File: src/design/isa_pkg.sv
package isa_pkg;

    // datapath widths
    localparam int ISA_WIDTH     = 32;      // data and word address width
    localparam int REG_IDX_WIDTH = 5;       // 32 general registers

    // decoded operation, one per issued instruction
    typedef enum logic [3:0] {
        OP_ADD  = 4'd0,                     // rd = rs + rt
        OP_SUB  = 4'd1,                     // rd = rs - rt
        OP_AND  = 4'd2,                     // rd = rs & rt
        OP_OR   = 4'd3,                     // rd = rs | rt
        OP_XOR  = 4'd4,                     // rd = rs ^ rt
        OP_SLT  = 4'd5,                     // rd = signed rs < rt
        OP_ADDI = 4'd6,                     // rd = rs + imm
        OP_LW   = 4'd7,                     // rd = mem[rs + imm]
        OP_SW   = 4'd8,                     // mem[rs + imm] = rt
        OP_LINK = 4'd9                      // r31 = pc + 4
    } alu_op_t;

    // 2-bit memory control carried down the pipe
    localparam int MEM_WRITE_BIT = 1;       // store to data memory
    localparam int MEM_READ_BIT  = 0;       // load from data memory

    // return address register written by link
    localparam logic [REG_IDX_WIDTH-1:0] LINK_REG = 5'd31;

endpackage

File: src/design/fwd_pkg.sv
package fwd_pkg;

    // where an operand or the store data comes from
    typedef enum logic [1:0] {
        FWD_INPUT   = 2'd0,                 // value read from general_reg
        FWD_MEM_RES = 2'd1,                 // alu result of the instruction in mem
        FWD_WB_RES  = 2'd2                  // data being written back
    } fwd_sel_t;

    // hazard vector seen by the ex/mem stage register
    localparam int HAZD_WIDTH     = 1;
    localparam int HAZD_NO_OP_BIT = 0;      // bubble, nothing issued this cycle

endpackage

File: src/design/pipe_stage_if.sv
`timescale 1ns/1ns

interface pipe_stage_if;
    import isa_pkg::*;

    logic                     no_op;        // bubble marker
    logic [ISA_WIDTH-1:0]     pc_4;         // return address for link
    logic                     reg_write;    // instruction writes a register
    logic [1:0]               mem_control;  // [MEM_WRITE_BIT] store, [MEM_READ_BIT] load
    logic [ISA_WIDTH-1:0]     alu_result;   // result, or word address for lw/sw
    logic [ISA_WIDTH-1:0]     store_data;   // rt value for sw
    logic [REG_IDX_WIDTH-1:0] dest_reg;     // destination register index

    // producing stage
    modport src (
        output no_op, pc_4, reg_write, mem_control,
        output alu_result, store_data, dest_reg
    );

    // consuming stage
    modport dst (
        input  no_op, pc_4, reg_write, mem_control,
        input  alu_result, store_data, dest_reg
    );

    // forwarding view from execute
    modport peek (
        input  dest_reg, reg_write, mem_control, alu_result
    );

endinterface

File: src/design/ex_mem_reg.sv
`timescale 1ns/1ns

module ex_mem_reg (
    input  logic                          clk,
    input  logic                          rst_n,
    pipe_stage_if.dst                     ex_bus,            // from execute
    input  fwd_pkg::fwd_sel_t             store_data_select, // from execute forwarding
    input  logic [isa_pkg::ISA_WIDTH-1:0] wb_data,           // writeback value
    pipe_stage_if.src                     mem_bus            // to mem stage
);
    import isa_pkg::*;
    import fwd_pkg::*;

    logic [HAZD_WIDTH-1:0] hazard_in;
    logic [ISA_WIDTH-1:0]  store_next;

    always_comb begin
        hazard_in                 = '0;
        hazard_in[HAZD_NO_OP_BIT] = ex_bus.no_op;
    end

    // sw data from rt, the instruction now in mem, or the one in writeback
    always_comb begin
        case (store_data_select)
            FWD_MEM_RES: store_next = mem_bus.alu_result;    // our own previous result
            FWD_WB_RES:  store_next = wb_data;
            default:     store_next = ex_bus.store_data;
        endcase
    end

    // control, cleared to a bubble on reset
    always_ff @(posedge clk) begin
        if (!rst_n) begin
            mem_bus.no_op       <= 1'b1;
            mem_bus.reg_write   <= 1'b0;
            mem_bus.mem_control <= '0;
        end else begin
            mem_bus.no_op       <= hazard_in[HAZD_NO_OP_BIT];
            mem_bus.reg_write   <= ex_bus.reg_write;
            mem_bus.mem_control <= ex_bus.mem_control;
        end
    end

    // payload
    always_ff @(posedge clk) begin
        mem_bus.pc_4       <= ex_bus.pc_4;
        mem_bus.alu_result <= ex_bus.alu_result;
        mem_bus.store_data <= store_next;
        mem_bus.dest_reg   <= ex_bus.dest_reg;
    end

    // one memory access per instruction
    a_mem_ctrl_onehot: assert property (@(posedge clk) disable iff (!rst_n)
        !(mem_bus.mem_control[MEM_WRITE_BIT] && mem_bus.mem_control[MEM_READ_BIT]));

endmodule

File: src/flat_wrapper.sv
// flat-port wrapper written by rule: the top's interface ports become plain ports
module ex_mem_reg_flat import isa_pkg::*; import fwd_pkg::*;
  (clk, rst_n, store_data_select, wb_data, ex_bus_no_op, ex_bus_pc_4, ex_bus_reg_write, ex_bus_mem_control, ex_bus_alu_result, ex_bus_store_data, ex_bus_dest_reg, mem_bus_no_op, mem_bus_pc_4, mem_bus_reg_write, mem_bus_mem_control, mem_bus_alu_result, mem_bus_store_data, mem_bus_dest_reg);
  pipe_stage_if ex_bus_i ();
  pipe_stage_if mem_bus_i ();
  input  logic clk;
  input  logic rst_n;
  input  fwd_pkg::fwd_sel_t store_data_select;
  input  logic [isa_pkg::ISA_WIDTH-1:0] wb_data;
  input wire logic [$bits(ex_bus_i.no_op)-1:0] ex_bus_no_op;
  input wire logic [$bits(ex_bus_i.pc_4)-1:0] ex_bus_pc_4;
  input wire logic [$bits(ex_bus_i.reg_write)-1:0] ex_bus_reg_write;
  input wire logic [$bits(ex_bus_i.mem_control)-1:0] ex_bus_mem_control;
  input wire logic [$bits(ex_bus_i.alu_result)-1:0] ex_bus_alu_result;
  input wire logic [$bits(ex_bus_i.store_data)-1:0] ex_bus_store_data;
  input wire logic [$bits(ex_bus_i.dest_reg)-1:0] ex_bus_dest_reg;
  output wire logic [$bits(mem_bus_i.no_op)-1:0] mem_bus_no_op;
  output wire logic [$bits(mem_bus_i.pc_4)-1:0] mem_bus_pc_4;
  output wire logic [$bits(mem_bus_i.reg_write)-1:0] mem_bus_reg_write;
  output wire logic [$bits(mem_bus_i.mem_control)-1:0] mem_bus_mem_control;
  output wire logic [$bits(mem_bus_i.alu_result)-1:0] mem_bus_alu_result;
  output wire logic [$bits(mem_bus_i.store_data)-1:0] mem_bus_store_data;
  output wire logic [$bits(mem_bus_i.dest_reg)-1:0] mem_bus_dest_reg;
  assign ex_bus_i.no_op = ex_bus_no_op;
  assign ex_bus_i.pc_4 = ex_bus_pc_4;
  assign ex_bus_i.reg_write = ex_bus_reg_write;
  assign ex_bus_i.mem_control = ex_bus_mem_control;
  assign ex_bus_i.alu_result = ex_bus_alu_result;
  assign ex_bus_i.store_data = ex_bus_store_data;
  assign ex_bus_i.dest_reg = ex_bus_dest_reg;
  assign mem_bus_no_op = mem_bus_i.no_op;
  assign mem_bus_pc_4 = mem_bus_i.pc_4;
  assign mem_bus_reg_write = mem_bus_i.reg_write;
  assign mem_bus_mem_control = mem_bus_i.mem_control;
  assign mem_bus_alu_result = mem_bus_i.alu_result;
  assign mem_bus_store_data = mem_bus_i.store_data;
  assign mem_bus_dest_reg = mem_bus_i.dest_reg;
  ex_mem_reg u_core (.clk(clk), .rst_n(rst_n), .ex_bus(ex_bus_i), .store_data_select(store_data_select), .wb_data(wb_data), .mem_bus(mem_bus_i));
endmodule
File: config.mk
export PLATFORM = sky130hd
export DESIGN_NAME = ex_mem_reg_flat
export DESIGN_NICKNAME = d
export VERILOG_FILES = /design/src/design/isa_pkg.sv /design/src/design/fwd_pkg.sv /design/src/design/pipe_stage_if.sv /design/src/design/ex_mem_reg.sv /design/src/flat_wrapper.sv
export SDC_FILE = /design/constraint.sdc
export NUM_CORES = 1
export LEC_CHECK = 0
export BUFFER_PORTS_ARGS = -buffer_cell sky130_fd_sc_hd__buf_2
export CAP_MARGIN = 15
export CORE_MARGIN = 2
export CORE_UTILIZATION = 33
export CTS_CLUSTER_DIAMETER = 80
export CTS_CLUSTER_SIZE = 30
export DETAILED_ROUTE_END_ITERATION = 6
export GPL_TIMING_DRIVEN = 0
export PLACE_DENSITY = 0.75
export SYNTH_ARGS = -nofsm -noshare
export SYNTH_HDL_FRONTEND = slang
export SYNTH_SLANG_ARGS = --single-unit
File: constraint.sdc
create_clock -name clk -period 0.91 [get_ports clk]
set_input_delay 0.091 -clock clk [delete_from_list [all_inputs] [get_ports clk]]
set_output_delay 0.091 -clock clk [all_outputs]
set_load 0.02 [all_outputs]
==> results of run 1 <==
through the flow:
stage	setup WS (ps)	instance area (µm²)	TNS (ps)	utilization, %
after global placement	-218	4140	-6080	50.6
after detailed placement	-244	4140	-6590	50.6
after floorplan	-3.44	2780	-45.9	-
kinds of logic after synthesis:
| group | synth area share (%) |
|---|---|
| AO/OA/AOI/OAI | 14.4 |
| AND/OR/NAND/NOR | 5.24 |
| flip-flops | 75.8 |
| adder cells (fa/ha/maj) | 0.903 |
| buffers and inverters | 3.57 |
==> flow_summary.ini, run 1 <==
[clocking]
cts_resized = 307
cts_sinks = 105
numCtsBuffers = 9
root_buffer = clkbuf_8
cts_max_level = 3
cts-hold-fix-buffers = 120
cts_buffer_depth = 2
post_cts_buffers = 6

[floorplan]
num_rows = 33
die_h_um = 95.6
start_util_pct = 33.9
ios = 246
die_x_um = 95.6

[status]
outcome = aborted with a tool error
lastStage = clock tree synthesis (4_1_cts)
tool.error = [ERROR RSZ-0060] Max buffer count reached.

[yosys]
syn_nets = 365
ys_warn_count = 0
syn_area_per_cell_um2 = 12.5
synth_top_cell_area_share_pct = 75.8
yosysTopAreaCell = dfxtp_1
synthesis.instances = 222
synth.distinct_cells = 12
synth_area_leaders = dfxtp_1 (76%), a22oi_1 (8.7%), o21ai_1 (5.4%), nand2_1 (4.3%), buf_2 (1.3%)
synth_area_mm2 = 0.00277
yosysMostFrequentCell = dfxtp_1
synth.cells.most_frequent = dfxtp_1 (105), a22oi_1 (32), nand2_1 (32)
async_flop_share_pct = 0
ys_seq_area_share_pct = 75.8
yosys_register_bits = 105
synth-edff-count = 0
synthFlopType = dfxtp_1

[placement]
dp_cells = 572
dp_hpwl_um = 6540
gp_congestion = 0.843
numPortBuffers = 245
==> inputs of run 2 (changes only) <==
--- a/config.mk
+++ b/config.mk
@@ -7,13 +7,11 @@
 export LEC_CHECK = 0
 export BUFFER_PORTS_ARGS = -buffer_cell sky130_fd_sc_hd__buf_2
 export CAP_MARGIN = 15
-export CORE_MARGIN = 2
-export CORE_UTILIZATION = 33
-export CTS_CLUSTER_DIAMETER = 80
-export CTS_CLUSTER_SIZE = 30
+export CORE_AREA = 2 2 95 97
 export DETAILED_ROUTE_END_ITERATION = 6
+export DIE_AREA = 0 0 97 99
 export GPL_TIMING_DRIVEN = 0
-export PLACE_DENSITY = 0.75
+export PLACE_DENSITY_LB_ADDON = 0.15
 export SYNTH_ARGS = -nofsm -noshare
 export SYNTH_HDL_FRONTEND = slang
 export SYNTH_SLANG_ARGS = --single-unit
==> constraint.sdc (replaced) <==
create_clock -name clk -period 1.18 [get_ports clk]
set_input_delay 0.118 -clock clk [delete_from_list [all_inputs] [get_ports clk]]
set_output_delay 0.118 -clock clk [all_outputs]
set_load 0.02 [all_outputs]
==> run 2 against run 1 <==
The flow now finishes, with violations (negative hold slack); area after synthesis stayed put; synthesized cell count unchanged.
==> flow_summary.ini, run 2 <==
[global_routing]
grt_pass1_wl_um = 15300
grt_pass1_vias = 3298
antenna_found_initial = 0
grt_usage_pct = 19.9
grt_max_degree = 20
overflow = 0

[timing]
period_share_pct = 97.5
finalSetupViolCount = 0
max_slew_margin_pct = 81.3
slew_violations = 0
finClkSkew_ps = 14.8
max_freq_mhz = 869
tns_ps = 0
tightest_slew_ps = 280
holdWs_ps = -38.7
final-hold-violation-count = 2
rsz0062_at_grt = no
fin_crit_ps = 1150
worst_slack_ps = 29.8

[layout]
area_growth_pct = 95.3
utilization_pct = 63.3
final_nets = 730
drive_gt1_share_pct = 46.1
mostFrequentLayoutCells = buf_2 (252), dlygate4sd3_1 (109), dfxtp_1 (105)
final_common_cell = buf_2
antenna_cells = 0
largestRegisters = u_core.mem_bus.alu_result (32), u_core.mem_bus.pc_4 (32), u_core.mem_bus.store_data (32)

[yosys]
ys_seq_area_share_pct = 75.8
synthFlopType = dfxtp_1
async_flop_share_pct = 0
syn_area_per_cell_um2 = 12.5
synth-edff-count = 0
synthesis.instances = 222
yosysTopAreaCell = dfxtp_1
yosysMostFrequentCell = dfxtp_1
synth.distinct_cells = 12
synth_top_cell_area_share_pct = 75.8
synth.cells.most_frequent = dfxtp_1 (105), a22oi_1 (32), nand2_1 (32)
yosys_register_bits = 105
syn_nets = 365
ys_warn_count = 0
synth_area_mm2 = 0.00277
synth_area_leaders = dfxtp_1 (76%), a22oi_1 (8.7%), o21ai_1 (5.4%), nand2_1 (4.3%), buf_2 (1.3%)

[power_and_ir_drop]
p_per_area_mw_per_mm2 = 1370
total_power_mw = 7.40
ir_drop_mv = 0.680
leakagePower_nw = 2.68

[routing]
wl_um = 9730
ant_nets = 0
drt_iter0_drc = 42
drc = 0
first_pass_iters = 4
dr_total_vias = 3021
wl_per_cell_um = 13.9
viasPerCell = 4.32

[clocking]
cts_max_level = 3
cts_buffer_depth = 2
cts_sinks = 105
clk_pin_slew_ps = 100
root_buffer = clkbuf_8
numCtsBuffers = 9
insertion_delay_ps = 360
cts_tree = done
post_cts_buffers = 0

[placement]
numPortBuffers = 245
gp_congestion = 0.719
dp_worst_setup_slack_ps = -42.7
dp_hpwl_um = 6520

[floorplan]
core_mm2 = 0.00855
die_h_um = 99
die_x_um = 97
ios = 246
num_rows = 34
start_util_pct = 32.4
die_area_mm2 = 0.00960

[setup_path]
crit_type = input port to flop
required_ps = 1440
critPathMaxFanout = 1
rr_endpoint = u_core.mem_bus.store_data[19]$_DFF_P_
arrival_ps = 1410
cp-end-kind = flop
worstRegToRegCells = 2
r2r_slack_ps = 460
r2r_start = u_core.mem_bus.alu_result[19]$_DFF_P_
start_kind = input port

[min_path]
min_to = u_core.mem_bus.no_op$_SDFF_PN1_
min_from = rst_n
hold_path_class = input port to flop
min_path_cells = 2

[status]
violations = negative hold slack
outcome = finished, violations left

[run]
drv_cap = 0
run 2: cell counts after synthesis:
Identical to the previous run, type by type.
run 2: cell type report:
class / instances / area [µm²]
Buffer: 13 / 91.3
Tap cell: 108 / 135
Sequential cell: 105 / 2100
Multi-Input combinational cell: 102 / 571
Timing Repair Buffer: 354 / 2320
Inverter: 2 / 7.51
Clock inverter: 6 / 61.3
Clock buffer: 10 / 128
Fill cell: 705 / 3140
run 2: cells by family (layout without fill, tap and decap cells):
| kind of cell | Yosys count | in the layout | share of synthesized area (%) |
|---|---|---|---|
| AOI/OAI and AO/OA | 64 | 64 | 14.4 |
| and+or+nand+nor | 36 | 36 | 5.24 |
| DFF | 105 | 105 | 75.8 |
| buffers and inverters | 15 | 385 | 3.57 |
| adders and majority gates | 2 | 2 | 0.903 |
run 2: repair_timing:
action                     in CTS  in global routing
setup endpoints to repair       0                  2
resized for setup               0                  0
hold buffers                  111                  0
hold endpoints to repair      105                  0
run 2: how the worst max path moves through the flow:
stage	from	endpoint	slack [ps]	cells after the start
2_1_floorplan	store_data_select[0]	u_core.mem_bus.store_data[31]$_DFF_P_	230	6
4_1_cts	ex_bus_mem_control[1]	u_core.mem_bus.mem_control[1]$_SDFF_PN0_	20	4
3_5_place_dp	store_data_select[0]	u_core.mem_bus.store_data[8]$_DFF_P_	-40	7
3_3_place_gp	store_data_select[0]	u_core.mem_bus.store_data[8]$_DFF_P_	-20	7
5_1_grt	ex_bus_mem_control[0]	u_core.mem_bus.mem_control[0]$_SDFF_PN0_	20	4
6_report	ex_bus_mem_control[0]	u_core.mem_bus.mem_control[0]$_SDFF_PN0_	30	4
run 2: critical path, cell delays in order:
cell,delay (ps)
dlygate4sd3_1,530
buf_2,110
and2_1,120
dlygate4sd3_1,540
run 2: power breakdown:
part / total, mW / internal, mW / switching (mW)
combinational: 1.42 / 0.685 / 0.739
sequential: 3.87 / 3.80 / 0.0691
clock: 2.11 / 0.821 / 1.29
total: 7.40 / 5.31 / 2.10
run 2: stage by stage:
| stage | std cells | instance area, µm² |
|---|---|---|
| after floorplan | 222 | 2770 |
| after global placement | 575 | 4130 |
| after detailed placement | 575 | 4130 |
| after CTS | 702 | 5430 |
| after global routing | 700 | 5410 |
| final | 700 | 5410 |
run 2: metal layers:
| metal | vias to the layer above | GRT usage, % | part of all wire [%] |
|---|---|---|---|
| li1 | 1484 | - | - |
| met1 | 1366 | 21.1 | 37 |
| met2 | 153 | 37.4 | 53 |
| met3 | 18 | 4.96 | 7.5 |
| met4 | 0 | 8.45 | 2.1 |
| met5 | - | 0 | 0 |
(Power assumes the default switching activity.)
